<file path="config.mk">
export PLATFORM = sky130hd
export DESIGN_NAME = dt_core
export DESIGN_NICKNAME = d
export VERILOG_FILES = /design/src/hdl/dt_core_pkg.sv /design/src/hdl/core_fsm.sv /design/src/hdl/dt_core.sv /design/src/hdl/line_distributor.sv /design/src/hdl/result_gatherer.sv /design/src/hdl/schedule_rotator.sv /design/src/hdl/stream_fifo.sv
export SDC_FILE = /design/constraint.sdc
export NUM_CORES = 1
export LEC_CHECK = 0
export BUFFER_PORTS_ARGS = -buffer_cell sky130_fd_sc_hd__buf_2
export CAP_MARGIN = 10
export CORE_MARGIN = 3
export CORE_UTILIZATION = 55
export DETAILED_ROUTE_END_ITERATION = 10
export PLACE_DENSITY = 0.8
export SLEW_MARGIN = 40
export SYNTH_ARGS = -nofsm -noshare
export SYNTH_HDL_FRONTEND = slang
export SYNTH_SLANG_ARGS = --single-unit
</file>
<file path="constraint.sdc">
create_clock -name clk -period 16 [get_ports clk]
set_input_delay 0.8 -clock clk [delete_from_list [all_inputs] [get_ports clk]]
set_output_delay 0.8 -clock clk [all_outputs]
set_load 0.005 [all_outputs]
</file>
<file path="src/hdl/dt_core_pkg.sv">
/*
 * Decision-tree core shared definitions.
 * Widths, counts and the packed structs that travel between blocks.
 */
`default_nettype none

package dt_core_pkg;

	localparam int NUM_CLUSTERS = 4;
	localparam int CLUSTER_IDX_W = 2;
	localparam int LINE_W = 64;
	localparam int HALF_W = 32;
	localparam int RESULT_W = 32;
	localparam int PUS_PER_CLUSTER = 2;
	localparam int TREE_CNT_W = 1;
	localparam int IN_FIFO_DEPTH = 8;
	localparam int OUT_FIFO_DEPTH = 4;

	typedef enum logic [1:0] {
		IDLE = 2'd0,
		PROG_MODE = 2'd1,
		PROCESS_MODE = 2'd2
	} core_mode_e;

	// One input line, either tree programming words or tuple data
	typedef struct packed {
		logic [LINE_W-1:0] data;
		logic is_data;
		logic last;
	} core_line_t;

	typedef struct packed {
		logic [HALF_W-1:0] half;
		logic valid;
		logic is_data;
		logic last;
	} lane_beat_t;

	typedef logic [NUM_CLUSTERS-1:0] cluster_mask_t;

	typedef struct packed {
		logic [NUM_CLUSTERS-1:0] prog_schedule;
		logic [NUM_CLUSTERS-1:0] proc_schedule;
		logic [2:0] clusters_per_tuple; // 1 to 4
	} core_cfg_t;

	typedef struct packed {
		logic [RESULT_W-1:0] value;
		logic valid;
	} partial_t;

endpackage

`default_nettype wire

</file>
<file path="src/hdl/core_fsm.sv">
/*
 * Core mode state machine.
 * Start enters programming mode, the first data line at the input
 * FIFO head switches the core to processing mode.
 */
`default_nettype none

module core_fsm (
	input wire clk,
	input wire rst_n,
	input wire start,
	input wire head_valid,
	input wire head_is_data,
	output dt_core_pkg::core_mode_e mode
);

	dt_core_pkg::core_mode_e state_q;
	dt_core_pkg::core_mode_e state_d;

	always_comb begin
		state_d = state_q;
		case (state_q)
			dt_core_pkg::PROG_MODE: begin
				// Trees are loaded once tuple data shows up
				if (head_valid && head_is_data) begin
					state_d = dt_core_pkg::PROCESS_MODE;
				end
			end
			default: begin
				state_d = state_q;
			end
		endcase
		// A new start always restarts programming, whatever the state
		if (start) begin
			state_d = dt_core_pkg::PROG_MODE;
		end
	end

	always_ff @(posedge clk) begin
		if (!rst_n) begin
			state_q <= dt_core_pkg::IDLE;
		end else begin
			state_q <= state_d;
		end
	end

	assign mode = state_q;

endmodule

`default_nettype wire

</file>
<file path="src/hdl/dt_core.sv">
/*
 * Decision-tree inference core, top level.
 * Input FIFO, mode FSM, schedule rotator, line distributor toward the
 * cluster lanes, and the result gatherer with its output FIFO.
 */
`default_nettype none

module dt_core (
	input wire clk,
	input wire rst_n,
	input wire start,
	input wire dt_core_pkg::core_cfg_t cfg,
	input wire dt_core_pkg::core_line_t in_line,
	input wire in_valid,
	output logic in_ready,
	output dt_core_pkg::lane_beat_t [dt_core_pkg::NUM_CLUSTERS-1:0] lanes,
	input wire dt_core_pkg::cluster_mask_t lane_ready,
	input wire dt_core_pkg::partial_t [dt_core_pkg::NUM_CLUSTERS-1:0] partials,
	output dt_core_pkg::cluster_mask_t partial_ready,
	output logic [dt_core_pkg::RESULT_W-1:0] tuple_out,
	output logic tuple_out_valid,
	input wire tuple_out_ready
);

	dt_core_pkg::core_line_t head;
	dt_core_pkg::core_mode_e mode;
	dt_core_pkg::cluster_mask_t mask;
	logic in_full;
	logic in_empty;
	logic head_valid;
	logic pop;
	logic tree_done;
	logic tuple_done;
	logic [dt_core_pkg::RESULT_W-1:0] sum;
	logic sum_push;
	logic out_full;
	logic out_empty;

	assign in_ready = ~in_full;
	assign head_valid = ~in_empty;
	assign tuple_out_valid = ~out_empty;

	////////////////////////////////////////
	// Input side
	////////////////////////////////////////

	stream_fifo #(
		.payload_t(dt_core_pkg::core_line_t),
		.DEPTH(dt_core_pkg::IN_FIFO_DEPTH)
	) in_fifo (
		.clk(clk), .rst_n(rst_n),
		.din(in_line), .push(in_valid), .full(in_full),
		.dout(head), .pop(pop), .empty(in_empty)
	);

	core_fsm fsm (
		.clk(clk), .rst_n(rst_n), .start(start),
		.head_valid(head_valid), .head_is_data(head.is_data), .mode(mode)
	);

	schedule_rotator rotator (
		.clk(clk), .rst_n(rst_n), .start(start), .mode(mode), .cfg(cfg),
		.tree_done(tree_done), .tuple_done(tuple_done), .mask(mask)
	);

	line_distributor distributor (
		.clk(clk), .rst_n(rst_n), .mode(mode),
		.head(head), .head_valid(head_valid), .pop(pop),
		.mask(mask), .lane_ready(lane_ready),
		.tree_done(tree_done), .tuple_done(tuple_done), .lanes(lanes)
	);

	////////////////////////////////////////
	// Output side
	////////////////////////////////////////

	result_gatherer gatherer (
		.clk(clk), .rst_n(rst_n), .start(start), .cfg(cfg),
		.partials(partials), .partial_ready(partial_ready),
		.sum(sum), .sum_push(sum_push), .out_full(out_full)
	);

	stream_fifo #(
		.payload_t(logic [dt_core_pkg::RESULT_W-1:0]),
		.DEPTH(dt_core_pkg::OUT_FIFO_DEPTH)
	) out_fifo (
		.clk(clk), .rst_n(rst_n),
		.din(sum), .push(sum_push), .full(out_full),
		.dout(tuple_out), .pop(tuple_out_ready), .empty(out_empty)
	);

endmodule

`default_nettype wire

</file>
<file path="src/hdl/line_distributor.sv">
/*
 * Line distributor.
 * Splits each 64-bit line into two halves, low half first, and
 * broadcasts them to all cluster lanes with the current enable mask.
 */
`default_nettype none

module line_distributor (
	input wire clk,
	input wire rst_n,
	input wire dt_core_pkg::core_mode_e mode,
	input wire dt_core_pkg::core_line_t head,
	input wire head_valid,
	output logic pop,
	input wire dt_core_pkg::cluster_mask_t mask,
	input wire dt_core_pkg::cluster_mask_t lane_ready,
	output logic tree_done,
	output logic tuple_done,
	output dt_core_pkg::lane_beat_t [dt_core_pkg::NUM_CLUSTERS-1:0] lanes
);

	logic half_sel;
	logic target_ready;
	logic line_ok;
	logic send;
	logic [dt_core_pkg::HALF_W-1:0] half_q;
	logic valid_q;
	logic is_data_q;
	logic last_q;
	dt_core_pkg::cluster_mask_t en_q;

	assign target_ready = |(lane_ready & mask);

	// Programming halves never wait, data halves need an enabled cluster ready
	always_comb begin
		line_ok = 1'b1;
		if (head.is_data) begin
			line_ok = (mode == dt_core_pkg::PROCESS_MODE) && target_ready;
		end
	end

	assign send = head_valid && (mode != dt_core_pkg::IDLE) && line_ok;
	assign pop = send & half_sel;
	assign tree_done = pop & head.last & ~head.is_data;
	assign tuple_done = pop & head.last & head.is_data;

	////////////////////////////////////////
	// Broadcast stage
	////////////////////////////////////////

	always_ff @(posedge clk) begin
		if (!rst_n) begin
			half_sel <= 1'b0;
			valid_q <= 1'b0;
			is_data_q <= 1'b0;
			last_q <= 1'b0;
			en_q <= '0;
		end else begin
			if (send) begin
				half_sel <= ~half_sel;
			end
			valid_q <= send;
			is_data_q <= send & head.is_data;
			last_q <= send & head.last & half_sel;
			en_q <= mask;
		end
	end

	always_ff @(posedge clk) begin
		if (send) begin
			half_q <= half_sel ? head.data[dt_core_pkg::LINE_W-1:dt_core_pkg::HALF_W]
				: head.data[dt_core_pkg::HALF_W-1:0];
		end
	end

	always_comb begin
		for (int c = 0; c < dt_core_pkg::NUM_CLUSTERS; c++) begin
			lanes[c].half = half_q;
			lanes[c].valid = valid_q & en_q[c];
			lanes[c].is_data = is_data_q;
			lanes[c].last = last_q & en_q[c];
		end
	end

endmodule

`default_nettype wire

</file>
<file path="src/hdl/result_gatherer.sv">
/*
 * Result gatherer.
 * Takes one partial per cluster of a tuple, visiting the clusters from a
 * rotating base, and pushes the integer sum to the output FIFO.
 */
`default_nettype none

module result_gatherer (
	input wire clk,
	input wire rst_n,
	input wire start,
	input wire dt_core_pkg::core_cfg_t cfg,
	input wire dt_core_pkg::partial_t [dt_core_pkg::NUM_CLUSTERS-1:0] partials,
	output dt_core_pkg::cluster_mask_t partial_ready,
	output logic [dt_core_pkg::RESULT_W-1:0] sum,
	output logic sum_push,
	input wire out_full
);

	logic active;
	logic [dt_core_pkg::CLUSTER_IDX_W-1:0] base;
	logic [dt_core_pkg::CLUSTER_IDX_W-1:0] offset;
	logic [dt_core_pkg::CLUSTER_IDX_W-1:0] sel;
	logic [dt_core_pkg::RESULT_W-1:0] acc;
	logic take;
	logic tuple_end;

	// Cluster index wraps modulo NUM_CLUSTERS by its width
	assign sel = base + offset;

	// Only the selected cluster is offered a ready, and none while the output is full
	always_comb begin
		partial_ready = '0;
		if (active && !out_full) begin
			partial_ready[sel] = 1'b1;
		end
	end

	assign take = partial_ready[sel] & partials[sel].valid;
	assign tuple_end = ({1'b0, offset} == cfg.clusters_per_tuple - 3'd1);
	assign sum = acc + partials[sel].value;
	assign sum_push = take & tuple_end;

	always_ff @(posedge clk) begin
		if (!rst_n) begin
			active <= 1'b0;
			base <= '0;
			offset <= '0;
			acc <= '0;
		end else if (start) begin
			active <= 1'b1;
			base <= '0;
			offset <= '0;
			acc <= '0;
		end else if (take) begin
			if (tuple_end) begin
				acc <= '0;
				offset <= '0;
				base <= base + cfg.clusters_per_tuple[dt_core_pkg::CLUSTER_IDX_W-1:0];
			end else begin
				acc <= sum;
				offset <= offset + 1'b1;
			end
		end
	end

endmodule

`default_nettype wire

</file>
<file path="src/hdl/schedule_rotator.sv">
/*
 * Cluster schedule rotator.
 * Holds the enable mask for the lanes, rotates it after every
 * PUS_PER_CLUSTER trees in programming and after every tuple in processing.
 */
`default_nettype none

module schedule_rotator (
	input wire clk,
	input wire rst_n,
	input wire start,
	input wire dt_core_pkg::core_mode_e mode,
	input wire dt_core_pkg::core_cfg_t cfg,
	input wire tree_done,
	input wire tuple_done,
	output dt_core_pkg::cluster_mask_t mask
);

	dt_core_pkg::cluster_mask_t mask_q;
	logic [dt_core_pkg::TREE_CNT_W-1:0] tree_cnt;
	logic proc_q;

	// Rotate left by n places, n from 0 to NUM_CLUSTERS
	function automatic dt_core_pkg::cluster_mask_t rotl(input dt_core_pkg::cluster_mask_t m,
			input logic [2:0] n);
		logic [2*dt_core_pkg::NUM_CLUSTERS-1:0] dbl;
		dbl = {m, m} << n;
		return dbl[2*dt_core_pkg::NUM_CLUSTERS-1 -: dt_core_pkg::NUM_CLUSTERS];
	endfunction

	// The first data line of processing mode sees the configured schedule directly
	assign mask = (mode == dt_core_pkg::PROCESS_MODE && !proc_q) ? cfg.proc_schedule : mask_q;

	always_ff @(posedge clk) begin
		if (!rst_n) begin
			mask_q <= '0;
			tree_cnt <= '0;
			proc_q <= 1'b0;
		end else if (start) begin
			mask_q <= cfg.prog_schedule;
			tree_cnt <= '0;
			proc_q <= 1'b0;
		end else if (mode == dt_core_pkg::PROCESS_MODE) begin
			proc_q <= 1'b1;
			if (tuple_done) begin
				mask_q <= rotl(mask, cfg.clusters_per_tuple);
			end else if (!proc_q) begin
				mask_q <= cfg.proc_schedule;
			end
		end else if (tree_done) begin
			if (tree_cnt == dt_core_pkg::TREE_CNT_W'(dt_core_pkg::PUS_PER_CLUSTER - 1)) begin
				tree_cnt <= '0;
				mask_q <= rotl(mask_q, 3'd1);
			end else begin
				tree_cnt <= tree_cnt + 1'b1;
			end
		end
	end

endmodule

`default_nettype wire

</file>
<file path="src/hdl/stream_fifo.sv">
/*
 * Synchronous FIFO with first-word fall-through output.
 * The payload type is a parameter so one block carries lines and sums.
 */
`default_nettype none

module stream_fifo #(
	parameter type payload_t = logic [31:0],
	parameter int DEPTH = 4
) (
	input wire clk,
	input wire rst_n,
	input wire payload_t din,
	input wire push,
	output logic full,
	output payload_t dout,
	input wire pop,
	output logic empty
);

	localparam int PTR_W = (DEPTH > 1) ? $clog2(DEPTH) : 1;
	localparam int CNT_W = $clog2(DEPTH + 1);

	payload_t mem [DEPTH];
	logic [PTR_W-1:0] wr_ptr;
	logic [PTR_W-1:0] rd_ptr;
	logic [CNT_W-1:0] count;
	logic do_push;
	logic do_pop;

	function automatic logic [PTR_W-1:0] next_ptr(input logic [PTR_W-1:0] ptr);
		return (ptr == PTR_W'(DEPTH - 1)) ? '0 : ptr + 1'b1;
	endfunction

	// Requests against a full or empty buffer are simply ignored
	assign do_push = push & ~full;
	assign do_pop = pop & ~empty;
	assign full = (count == CNT_W'(DEPTH));
	assign empty = (count == '0);
	assign dout = mem[rd_ptr];

	always_ff @(posedge clk) begin
		if (do_push) begin
			mem[wr_ptr] <= din;
		end
	end

	always_ff @(posedge clk) begin
		if (!rst_n) begin
			wr_ptr <= '0;
			rd_ptr <= '0;
			count <= '0;
		end else begin
			if (do_push) begin
				wr_ptr <= next_ptr(wr_ptr);
			end
			if (do_pop) begin
				rd_ptr <= next_ptr(rd_ptr);
			end
			case ({do_push, do_pop})
				2'b10: count <= count + 1'b1;
				2'b01: count <= count - 1'b1;
				default: count <= count;
			endcase
		end
	end

endmodule

`default_nettype wire

</file>
After elaboration in Yosys (flattened, before gate mapping):

Memory sizes are Yosys's and may differ from the RTL's. A register that Yosys moved wholly into a read port is not among the register bits.
Cells that the tools add are included.

* shift-type cells: 1
* $lt $le $gt $ge: 2
* add/subtract/negate cells: 14
* bitwise operators: 30
* reductions and logical operators: 25
* equal/unequal tests: 14
* muxes and demuxes: 36

Operators with widths (number)
* $bmux 33 s2: 1
* $mux 32: 2
* $mux 33: 1
* $add 32x32->32: 1
* $mux 4: 8
* $and 1x1->1: 21
* $mux 3: 4
* $mux 1: 11
* $eq 2x2->1 const B: 5
* $mux 2: 5
* $reduce_bool 2->1: 5
* $add 3x1->3 const B: 3
* $eq 3x3->1 const B: 3
* $not 1->1: 8
* $pmux 4 s2: 1
* $reduce_and 2->1: 4
* $shl 8x3->8: 1
* $logic_and 1x1->1: 7
* $add 2x1->2 const B: 3
* $eq 2x1->1 const B: 3
* $pmux 3 s2: 1
* $reduce_bool 3->1: 2
* $sub 3x1->3 const B: 2
* $add 2x2->2: 2
* 17 further kinds: 18

* output and inout bits: 178
* register bits: 102
* bits of input ports: 218
* memories kept: 2
* bits in writable memories: 656
* logic and storage cells: 145

Memory list
* in_fifo.mem: words 8, width 66, rd ports 1, clocked after Yosys merged registers in 1, wr ports 1, RTL line stream_fifo.sv:24 `payload_t mem [DEPTH];`
* out_fifo.mem: words 4, width 32, rd ports 1, clocked after Yosys merged registers in 1, wr ports 1, RTL line stream_fifo.sv:24

Depth between registers and ports, before layout:

Gate-level depths: netlist of the first run.

* depth after elaboration: 14
* depth in mapped cells: 17
* depth with buffers taken out: 15

By module:

From an unflattened synthesis of the first run, not the netlist that was laid out.

* cell total of the unflattened synthesis: 1770
* area, all modules: 32592.5 um^2

By module, submodules not included
* stream_fifo at in_fifo: cells each 843, sequential area each 16115.5 um^2, times used 1, area an instance 20520.9 um^2
* stream_fifo at out_fifo: cells each 223, sequential area each 4023.9 um^2, times used 1, area an instance 5152.4 um^2
* result_gatherer: cells each 408, sequential area each 740.7 um^2, times used 1, area an instance 3777.4 um^2
* line_distributor: cells each 214, sequential area each 1121.1 um^2, times used 1, area an instance 2502.4 um^2
* schedule_rotator: cells each 72, sequential area each 120.1 um^2, times used 1, area an instance 554.3 um^2
* core_fsm: cells each 7, sequential area each 40.0 um^2, times used 1, area an instance 73.8 um^2
* dt_core: cells each 3, sequential area each 0.0 um^2, times used 1, area an instance 11.3 um^2

Worst setup path before layout of the first run:

Ideal clock, no wire load.

* path kind: input-to-reg
* start: in in_valid
* end: mem in_fifo.mem[0][0] (netlist bit), enable pin
* setup time: 0.654 ns
* buffers on the path: 0
* arrival: 7.269 ns
* data required time: 15.346 ns
* setup slack: 8.078 ns
* stages on the path: 2
* path through: nand2_1 -> nor4_1

* longest elaborated chain between the ends: 3

RTL lines
* from (decl): RTL line dt_core.sv:14 `input wire in_valid,`
* $and 1x1->1: RTL line stream_fifo.sv:36 `assign do_push = push & ~full;`
* $mux 1: RTL line stream_fifo.sv:43 `if (do_push) begin`
* $mux 1 (not written as such): RTL line stream_fifo.sv:44 `mem[wr_ptr] <= din;`
* to (decl): RTL line stream_fifo.sv:24

Every way passes these cells.

Worst setup path after layout of the first run:

* start: reg gatherer.offset[0] (netlist bit)
* end: mem out_fifo.mem[0][25] (netlist bit), data pin

* longest elaborated chain between the ends: 4

RTL lines
* from (decl): RTL line result_gatherer.sv:22 `logic [dt_core_pkg::CLUSTER_IDX_W-1:0] offset;`
* from (signal assigned): RTL line result_gatherer.sv:62 `offset <= offset + 1'b1;`
* $add 2x2->2: RTL line result_gatherer.sv:29 `assign sel = base + offset;`
* $bmux 33 s2: RTL line result_gatherer.sv:41 `assign sum = acc + partials[sel].value;`
* $mux 33
* $add 32x32->32: RTL line result_gatherer.sv:41
* via gatherer.sum (one bit): RTL line result_gatherer.sv:15 `output logic [dt_core_pkg::RESULT_W-1:0] sum,`
* to (decl): RTL line stream_fifo.sv:24

The timed path passes the listed nets, and every way through them passes these cells. The select of a mux whose other input is x is not followed.

==> results.md, run 1 <==
* Final clock period utilization by the worst path at 0.285
* Total of cells resized after clock tree synthesis at 0
* H-tree lvl count at 3
* Count of unresolved DRC violations after routing at 0
* Fraction of layout cells with a size suffix above 1 at 0.378
* Die span in y at 247 um
* Sum of net half-perimeters after detailed placement at 44500 um
* Final period demand of the worst path at 4570 ps
* Setup repair bufs after CTS at 0
* Core Box Area at 0.0569 mm^2
* Cell Chain, Critical Path: ha_2, buf_4, mux4_2, ha_1, and4_1, o2111ai_1, a21oi_1, o2111ai_1, a21boi_0, a31oi_1, mux2i_1, or2_2
* Critical Path AT at 4900 ps
* Min-delay worst type: in2reg
* Width of the die at 247 um
* Num Clock Sinks at 763
* Maximum vdd drop at 0.000101 V
* Input/output buffers at 395
* Worst path buffer plus inverter count at 1
* Count of placed standard cells including taps at 2731
* Source-to-sink clock delay at the later pin of the worst-skew pair at 620 ps
* Aggregate routed wire length at 74200 um
* Crit path top cell by count: sky130_fd_sc_hd__o2111ai_1
* Worst slack at placement at 11460 ps
* Critical path capture point type: flop
* Startpoint-to-endpoint class of the critical path: reg2reg
* Startpoint of the tightest hold check path: in_line[17]
* Clock root buffer: sky130_fd_sc_hd__clkbuf_16
* Kind of start point of the critical path: flop
* Worst Clk Skew at 27.9 ps
* DR iter-0 viols at 1280
* Ys async rst share at 0
* Outcome: finished, final reports clean
* Final std cells w/o fill at 2883
* Aggregate global routing overflow at 0
* Number of global-route vias before repair at 18366
* Sequential share of the synthesized area at 0.695
* Number of enable flip-flop cells after synthesis at 688
* Maximum clock frequency at 219 MHz
* Cell family with most CP delay: compound AO/OA/AOI/OAI gates
* Cts bufs inserted at 77
* Pwr/cell area at 114 mW/mm^2
* Actual transition at the worst max-transition pin at 856 ps
* Setup-violating endpoint count in the final report at 0
* Max_slew headroom at 0.429
* Routed len/inst at 25.7 um
* Global placement routability congestion at 0.894
* Critical path's slowest cell: sky130_fd_sc_hd__mux4_2
* Delay of the slowest cell on the worst path at 610 ps
* Area enclosed by the die boundary at 0.0609 mm^2
* Antenna Nets Post-Route at 0
* Netlist Area Pre-Place at 0.0319 mm^2
* Worst reg2reg path startpoint: gatherer.offset[0]
* Setup repair after global routing missed its margin: false
* # hold bufs at CTS at 0
* Area delta synth->final at 15.3%
* Predominant post-synthesis flop cell: sky130_fd_sc_hd__edfxtp_1
* Yosys warnings at 0
* All-Layer GR Usage at 0.246
* I/O Pins at 396
* Syn Area/Cell at 18.6 um^2
* Clock edge transition at the registers on the reported setup and hold paths at 60 ps
* Maximum number of buffers from clock root to sink at 3
* Worst hold slack at 444 ps
* Number of cells on the critical path at 12
* Worst setup path start: gatherer.offset[0]
* Total Negative Setup Slacks at 0 ps
* Largest fanout of any net on the critical path at 39
* Depth of the most critical reg-to-reg path at 12
* Row Count at 87
* Largest net degree at the start of global routing at 61
* Wire length of the first global-routing pass at 111000 um
* Synth cell types at 64
* Max_cap viols at 0
* Leakage at 12.5 nW
* Number of optimization iterations in the first detailed-route pass at 7
* Post-layout net count at 2322
* Worst setup slack after layout at 11430 ps
* Vias at 17472
* Total count of max-transition violations in the final report at 0
* Number of storage elements in the synthesis netlist at 763
* Initial standard-cell utilization of the core at 0.560
* Via density per instance at 6.06
* Post-synthesis instance total at 1716
* Worst hold path stage count at 1
* Clock tree from TritonCTS: done
* Worst path required time at 16330 ps
* Number of endpoints with negative hold slack in the final report at 0
* Post-synth net total at 1983
* Number of antenna violations at the first check in global routing at 19
-- cell usage after synthesis, drive strengths merged (18+ instances only) --
library cell  number  area share
a21oi             64       0.010
and2              18      0.0035
buf              132       0.028
clkbuf            43      0.0051
dfxtp             75       0.047
edfxtp           688        0.65
ha                47       0.018
inv               27      0.0032
mux4             228        0.16
nand2             70      0.0082
nand3             29      0.0045
nor2              56      0.0068
nor2b             18      0.0036
o21ai             36      0.0060
xnor2             27      0.0074
-- area by class of cell --
cell class                 count  area [um^2]
clock buffer                 105         2110
inverter                      27          101
timing repair buffer         435         2430
clock inverter                34          340
sequential                   763        22200
multi-input combinational    751         8660
fill                        3724        20100
antenna                       12         30.0
tap                          756          946
-- flip-flops by register name, indices dropped and copies added (netlist names), 3 cells and up, named ones only --
signal / count
in_fifo.wr_ptr: 3
in_fifo.count: 4
in_fifo.rd_ptr: 3
gatherer.acc: 32
in_fifo.mem: 528
rotator.mask_q: 4
distributor.half_q: 32
distributor.en_q: 4
out_fifo.mem: 128
out_fifo.count: 3
-- per-layer routing --
| metal | global-route usage | vias to the layer above | wire length [um] |
|---|---|---|---|
| li1 | - | 7533 | - |
| met1 | 0.297 | 8963 | 26800 |
| met2 | 0.424 | 784 | 38700 |
| met3 | 0.0535 | 176 | 5780 |
| met4 | 0.113 | 16 | 2850 |
| met5 | 0 | - | 104 |
-- cell families (layout without fill, tap and decap cells) --
family          Yosys count  in the layout  share of synthesized area
compound gates          183            183                     0.0371
xor+xnor                 41             41                     0.0113
fa+ha+maj                49             49                     0.0197
buf+inv                 202            601                     0.0360
flops                   763            763                      0.695
mux                     242            242                      0.165
other cells               0             12                          0
simple gates            236            236                     0.0361
-- report_power, final --
group	leakage (nW)	internal (mW)	switching (mW)	total (mW)
Sequential	6.85	2.22	0.0164	2.23
Clock	1.18	0.986	0.748	1.73
Combinational	4.48	0.0988	0.135	0.234
Total	12.5	3.30	0.900	4.20
-- metrics by stage --
stage                util  total power, mW  instance area (um^2)
CTS                 0.645             4.24                 36700
global route        0.646             4.33                 36800
floorplan               -             2.41                 31900
global placement    0.599             2.49                 34100
detailed placement  0.602             2.51                 34300
finish              0.646             4.20                 36800
-- worst reg2reg max path, cell delays in order, from the launching register on --
cell,delay (ps)
sky130_fd_sc_hd__dfxtp_1,370
sky130_fd_sc_hd__ha_2,330
sky130_fd_sc_hd__buf_4,550
sky130_fd_sc_hd__mux4_2,640
sky130_fd_sc_hd__ha_1,420
sky130_fd_sc_hd__and4_1,270
sky130_fd_sc_hd__o2111ai_1,130
sky130_fd_sc_hd__a21oi_1,320
sky130_fd_sc_hd__o2111ai_1,190
sky130_fd_sc_hd__a21boi_0,410
sky130_fd_sc_hd__a31oi_1,170
sky130_fd_sc_hd__mux2i_1,150
sky130_fd_sc_hd__or2_2,340
-- placed cells by master, fill, tap and decap left out, drive strengths merged, types with 36 or more instances in the layout --
cell type    n
nand2       70
dfxtp       75
edfxtp     688
mux4       228
nor2        56
o21ai       36
buf        435
ha          47
a21oi       64
clkbuf     105
-- path summary, 6_finish.rpt --
kind | end | slack, ps
worst min-delay path | in_fifo.mem[5][17] | 440
worst max-delay path | out_fifo.mem[0][25] | 11430
worst max register to register | out_fifo.mem[0][25] | 11430
worst min register to register | gatherer.acc[17] | 460
Power figures use the tool's default switching activity.
==> run 2: changes to the inputs <==
Settings changed: CORE_UTILIZATION 55 to 52.
Clock period 16 ns to 3.7 ns, I/O delays scaled along.
==> run 2 against run 1 <==
Compared with the run above:
- the flow now finishes with violations (setup timing)
- maximum frequency is 21% higher
- clock-buffer cell count fell by 8
- register-to-register slack got worse by 12000 ps
- first-iteration DRC count is 25% higher
- total power grew to 4.4 times the previous value
- via count increased by 3.6%
- sequential share of layout area shrank 3.5 points
- largest cell class unchanged
- highest routed layer unchanged
==> results.md, run 2 (synthesized netlist as in run 1, its figures left out) <==
* Outcome: finished, violations left
* Violated checks: setup timing
* Worst path buffer plus inverter count at 3 (+2)
* Final std cells w/o fill at 3086 (+7.0%)
* DR iter-0 viols at 1605 (+25%)
* Most flop-heavy register: in_fifo.mem
* Largest fanout of any net on the critical path at 8 (-79%)
* Count of unresolved DRC violations after routing at 0 (unchanged)
* Delay of the slowest cell on the worst path at 470 ps (-140 ps)
* Sum of net half-perimeters after detailed placement at 44600 um (+0.19%)
* H-tree lvl count at 3 (unchanged)
* Routed len/inst at 24.9 um (-3.4%)
* Setup-violating endpoint count in the final report at 23 (+23)
* Min-delay worst type: in2reg
* Final clock period utilization by the worst path at 1.02 (+0.736)
* Setup repair after global routing missed its margin: true
* Cell family with most CP delay: compound AO/OA/AOI/OAI gates
* Cell Chain, Critical Path: ha_4, xor2_2, xnor2_2, buf_12, buf_6, mux4_2, ha_4, fa_2, a21oi_4, o211ai_1, a221o_1, a31oi_4, a21oi_4, a31oi_4, xnor2_2, buf_4
* Vias at 18106 (+3.6%)
* Core Box Area at 0.0606 mm^2 (+6.4%)
* Critical path's slowest cell: sky130_fd_sc_hd__a221o_1
* Maximum number of buffers from clock root to sink at 3 (unchanged)
* Final period demand of the worst path at 3780 ps (-786 ps)
* Biggest registers after layout: in_fifo.mem: 528 flops, out_fifo.mem: 128 flops
* Worst path required time at 4070 ps (-12260 ps)
* Num Clock Sinks at 763 (unchanged)
* Fraction of layout cells with a size suffix above 1 at 0.424 (+0.0454)
* Max_slew headroom at 0.446 (+0.0168)
* Leakage at 13.5 nW (+7.8%)
* Aggregate routed wire length at 76700 um (+3.4%)
* Worst setup slack after layout at -80.9 ps (-11510 ps)
* Critical Path AT at 4150 ps (-750 ps)
* Worst Clk Skew at 22.7 ps (-5.21 ps)
* Total count of max-transition violations in the final report at 0 (unchanged)
* Actual transition at the worst max-transition pin at 831 ps (-25.2 ps)
* All-Layer GR Usage at 0.235 (-0.0104)
* Clock edge transition at the registers on the reported setup and hold paths at 60 ps (about the same)
* Kind of start point of the critical path: flop
* Number of antenna violations at the first check in global routing at 8 (-11)
* Worst slack at placement at -136 ps (-11590 ps)
* I/O Pins at 396 (unchanged)
* Most common cell after layout, fill and taps aside: sky130_fd_sc_hd__edfxtp_1
* Critical path capture point type: flop
* Aggregate global routing overflow at 0 (unchanged)
* Antenna Nets Post-Route at 0 (unchanged)
* Cts bufs inserted at 77 (unchanged)
* Die span in y at 254 um (+2.8%)
* Max FFs per register at 528 (unchanged)
* Maximum vdd drop at 0.000775 V (+670%)
* Post-layout net count at 2509 (+8.1%)
* Largest net degree at the start of global routing at 79 (+30%)
* Max_cap viols at 0 (unchanged)
* Initial standard-cell utilization of the core at 0.527 (-0.0338)
* Clock root buffer: sky130_fd_sc_hd__clkbuf_16
* Maximum clock frequency at 264 MHz (+21%)
* Area delta synth->final at 22.5%
* Input/output buffers at 395 (unchanged)
* Final instance area at 0.0391 mm^2 (+6.2%)
* Pwr/cell area at 473 mW/mm^2 (+310%)
* Wire length of the first global-routing pass at 113000 um (+1.6%)
* Clock tree from TritonCTS: done
* Via density per instance at 5.87 (-3.2%)
* Number of global-route vias before repair at 18786 (+2.3%)
* Number of optimization iterations in the first detailed-route pass at 5 (-2)
* Placed Area at 0.0352 mm^2 (+2.7%)
* Area enclosed by the die boundary at 0.0644 mm^2 (+5.6%)
* Total Negative Setup Slacks at -880 ps (-880 ps)
* Global placement routability congestion at 0.921 (+2.9%)
* Width of the die at 254 um (+2.8%)
* Source-to-sink clock delay at the later pin of the worst-skew pair at 620 ps (about the same)
* Number of endpoints with negative hold slack in the final report at 0 (unchanged)
* Most used cells in the layout excluding fill and tap cells: sky130_fd_sc_hd__edfxtp_1, sky130_fd_sc_hd__buf_2, sky130_fd_sc_hd__mux4_2
* Startpoint-to-endpoint class of the critical path: reg2reg
* Row Count at 90 (+3.4%)
* Count of placed standard cells including taps at 2851 (+4.4%)
==> run 2: cell types whose count changed in the layout (fill, tap and decap cells not counted), moves of 8 or more <==
cell / before / now
sky130_fd_sc_hd__a21oi_1: 64 / 52
sky130_fd_sc_hd__a21oi_2: 0 / 8
sky130_fd_sc_hd__buf_12: 6 / 14
sky130_fd_sc_hd__buf_4: 28 / 126
sky130_fd_sc_hd__buf_6: 1 / 11
sky130_fd_sc_hd__dlygate4sd3_1: 0 / 74
sky130_fd_sc_hd__ha_1: 46 / 32
sky130_fd_sc_hd__ha_4: 0 / 13
sky130_fd_sc_hd__o21ai_0: 30 / 20
sky130_fd_sc_hd__o21ai_1: 5 / 13
sky130_fd_sc_hd__xnor2_1: 26 / 18
==> run 2: worst paths after layout <==
path / endpoint / slack, ps / start / depth (start not counted)
max: out_fifo.mem[1][16] / -80 / gatherer.offset[0] / 16
min: distributor.en_q[1] / 40 / cfg[4] / 3
max reg2reg: out_fifo.mem[1][16] / -80 / gatherer.offset[0] / 16
min reg2reg: gatherer.active / 470 / gatherer.active / 1
==> run 2: metal layers <==
metal	wire [um]	vias up	part of all wire	track usage
li1	-	7882	-	-
met1	28300	9192	0.37	0.292
met2	39900	876	0.52	0.409
met3	5820	150	0.076	0.0456
met4	2640	6	0.034	0.0975
met5	34	-	0.00044	0
==> run 2: power by group <==
group	switching (mW)	internal, mW	total [mW]	leakage (nW)
clock	3.26	4.29	7.56	1.18
combinational	0.662	0.599	1.26	5.45
sequential	0.0786	9.59	9.67	6.85
==> run 2: worst reg2reg max path: cells and delay by family (launching register included) <==
family / cells / cell delay [ps]
muxes: 1 / 330
DFF: 1 / 330
buffers and inverters: 3 / 410
AOI/OAI and AO/OA: 6 / 1330
adders and majority gates: 3 / 740
xor gates and xnor gates: 3 / 430
==> run 2: repair_timing <==
item	4_1_cts	5_1_grt
buffers inserted	3	17
hold buffers	73	1
hold endpoints to repair	536	1
pin swaps	4	45
resized for setup	15	73
endpoints found under the setup margin	64	76
==> run 2: through the flow <==
step,utilization,hold WS (ps),power [mW]
floorplan,-,284,10.4
global placement,0.581,443,10.9
detailed placement,0.581,452,11.0
CTS,0.636,2.93,18.6
finish,0.645,40.4,18.5
global route,0.645,15.7,19.1
==> run 2: final cells by class <==
class	instances	area, um^2
diodes	5	12.5
well taps	782	978
clock buffers	97	2030
flip-flops and latches	763	22200
repair buffers	622	4120
clock inverters	39	430
multi-input cells	751	9220
fillers	4019	21500
inverters	27	101
==> run 3: changes to the inputs <==
Settings changed: CORE_UTILIZATION 52 to 63, PLACE_DENSITY 0.8 to 0.9.
Clock period 3.7 ns to 4.62 ns, I/O delays scaled along.
==> run 3 against run 2 <==
Compared with the run above:
- the flow now finishes without violations
- sequential cell count unchanged
- die area decreased by 17%
- maximum frequency decreased by 14%
- via count increased by 3.3%
- global-route usage increased by 8.6 points
- setup slack improved by 290 ps
- combinational power decreased by 28%
- critical path type unchanged
==> results.md, run 3 (synthesized netlist as in run 1, its figures left out) <==
* Antenna Nets Post-Route at 0 (unchanged)
* Num Clock Sinks at 763 (unchanged)
* Cell family with most CP delay: compound AO/OA/AOI/OAI gates
* Global placement routability congestion at 0.974 (+5.8%)
* Critical path's slowest cell: sky130_fd_sc_hd__dfxtp_1
* Largest net degree at the start of global routing at 71 (-10%)
* Worst Clk Skew at 34.6 ps (+11.9 ps)
* Biggest registers after layout: in_fifo.mem: 528 flops, out_fifo.mem: 128 flops
* Worst setup slack after layout at 205 ps (+286 ps)
* Final std cells w/o fill at 2841 (-7.9%)
* Initial standard-cell utilization of the core at 0.645 (+0.118)
* Number of global-route vias before repair at 19194 (+2.2%)
* I/O Pins at 396 (unchanged)
* All-Layer GR Usage at 0.321 (+0.0860)
* Fill cells at 2677 (-33%)
* DR iter-0 viols at 2061 (+28%)
* Actual transition at the worst max-transition pin at 756 ps (-74.6 ps)
* Startpoint-to-endpoint class of the critical path: reg2reg
* Total count of max-transition violations in the final report at 0 (unchanged)
* Critical path capture point type: flop
* Die span in y at 231 um (-8.9%)
* Maximum clock frequency at 226 MHz (-14%)
* Clock tree from TritonCTS: done
* Most common cell after layout, fill and taps aside: sky130_fd_sc_hd__edfxtp_1
* Count of unresolved DRC violations after routing at 0 (unchanged)
* Largest fanout of any net on the critical path at 33 (+25)
* Placed Area at 0.0341 mm^2 (-3.1%)
* Source-to-sink clock delay at the later pin of the worst-skew pair at 630 ps (about the same)
* Max_slew headroom at 0.481 (+0.0353)
* Width of the die at 231 um (-8.9%)
* Final clock period utilization by the worst path at 0.956 (-0.0662)
* Wire length of the first global-routing pass at 126000 um (+12%)
* Number of antenna violations at the first check in global routing at 5 (-3)
* Post-layout net count at 2383 (-5.0%)
* Aggregate global routing overflow at 0 (unchanged)
* Clock edge transition at the registers on the reported setup and hold paths at 60 ps (about the same)
* Critical Path AT at 4960 ps (+810 ps)
* Worst path buffer plus inverter count at 1 (-2)
* Core Box Area at 0.0495 mm^2 (-18%)
* Final period demand of the worst path at 4420 ps (+634 ps)
* Count of placed standard cells including taps at 2632 (-7.7%)
* Fraction of layout cells with a size suffix above 1 at 0.362 (-0.0621)
* Area enclosed by the die boundary at 0.0534 mm^2 (-17%)
* Crit path top cell by count: sky130_fd_sc_hd__a21oi_1
* Vias at 18696 (+3.3%)
* Via density per instance at 6.58 (+12%)
* Most used cells in the layout excluding fill and tap cells: sky130_fd_sc_hd__edfxtp_1, sky130_fd_sc_hd__buf_2, sky130_fd_sc_hd__mux4_2
* Leakage at 12.7 nW (-5.8%)
* Most flop-heavy register: in_fifo.mem
* Max FFs per register at 528 (unchanged)
* Maximum number of buffers from clock root to sink at 3 (unchanged)
* Pwr/cell area at 388 mW/mm^2 (-18%)
* Number of endpoints with negative hold slack in the final report at 0 (unchanged)
* H-tree lvl count at 3 (unchanged)
* Clock root buffer: sky130_fd_sc_hd__clkbuf_16
* Final instance area at 0.0372 mm^2 (-4.9%)
* Maximum vdd drop at 0.000582 V (-25%)
* Row Count at 81 (-10%)
* Routed len/inst at 30.0 um (+21%)
* Min-delay worst type: in2reg
* Worst path required time at 5160 ps (+1090 ps)
* Area delta synth->final at 16.5%
* Cell Chain, Critical Path: ha_2, xor2_1, xnor2_2, buf_12, mux4_2, ha_1, fa_1, a21oi_1, o211ai_1, a221o_1, a31oi_1, a21oi_1, a31oi_1, xnor2_1, nand3_1, a21oi_1
* Delay of the slowest cell on the worst path at 440 ps (-30 ps)
* Max_cap viols at 0 (unchanged)
* Sum of net half-perimeters after detailed placement at 45000 um (+0.96%)
* Setup-violating endpoint count in the final report at 0 (-100%)
* Cts bufs inserted at 73 (-5.2%)
* Aggregate routed wire length at 85100 um (+11%)
* Worst hold slack at 35.6 ps (-4.81 ps)
* Outcome: finished, final reports clean
* Input/output buffers at 395 (unchanged)
* Setup repair after global routing missed its margin: false
* Number of optimization iterations in the first detailed-route pass at 7 (+2)
* Worst slack at placement at 105 ps (+242 ps)
* Kind of start point of the critical path: flop
==> run 3: cell count changes in the layout (fill, tap and decap cells not counted), moves of 6 or more <==
cell / delta
sky130_fd_sc_hd__a21oi_1: +11
sky130_fd_sc_hd__a21oi_2: -7
sky130_fd_sc_hd__buf_4: -107
sky130_fd_sc_hd__buf_6: -6
sky130_fd_sc_hd__clkinv_1: +6
sky130_fd_sc_hd__ha_1: +14
sky130_fd_sc_hd__ha_4: -13
sky130_fd_sc_hd__o21ai_0: +10
sky130_fd_sc_hd__o21ai_1: -8
sky130_fd_sc_hd__xnor2_1: +7
==> run 3: power by group <==
group | switching [mW] | internal [mW]
Combinational | 0.516 | 0.388
Sequential | 0.0730 | 7.68
Clock | 2.69 | 3.09
==> run 3: tightest hold or removal path, stage by stage <==
cell	delay, ps
sky130_fd_sc_hd__buf_2	90
sky130_fd_sc_hd__nand2_1	50
sky130_fd_sc_hd__o311ai_1	90
sky130_fd_sc_hd__o211a_1	140
==> run 3: what timing repair did <==
item | 4_1_cts | 5_1_grt
buffers inserted | 0 | 0
hold endpoints to repair | 533 | 0
endpoints found under the setup margin | 1 | 5
resized for setup | 1 | 3
hold buffers | 71 | 0
==> run 3: cell type report <==
type	instances	area (um^2)	share of cell area
inverter	27	101	0.00273
multi-input combinational	751	8700	0.234
tap	664	831	0.0223
antenna	3	7.51	0.000202
clock inverter	41	312	0.00838
sequential	763	22200	0.597
clock buffer	92	1950	0.0524
timing repair buffer	500	3090	0.0832
==> run 3: path summary, 6_finish.rpt <==
check / start / to / slack [ps] / cells past startpoint
worst min register to register: gatherer.acc[13] / gatherer.acc[13] / 460 / 2
worst max register to register: gatherer.offset[0] / gatherer.acc[16] / 200 / 16
worst max-delay path: gatherer.offset[0] / gatherer.acc[16] / 200 / 16
worst min-delay path: cfg[9] / rotator.mask_q[2] / 40 / 4
==> run 3: metrics by stage <==
stage	setup TNS [ps]	power [mW]	utilization
3_5_place_dp	0	8.69	0.690
5_1_grt	0	14.8	0.752
2_1_floorplan	-319430	8.35	-
6_report	0	14.4	0.752
4_1_cts	0	14.5	0.750
3_3_place_gp	0	8.63	0.690
==> run 3: per-layer routing <==
metal,GRT usage,part of all wire,vias up
li1,-,-,7624
met1,0.399,0.34,9534
met2,0.561,0.53,1335
met3,0.0586,0.094,199
met4,0.137,0.039,4
met5,0,0.00032,-
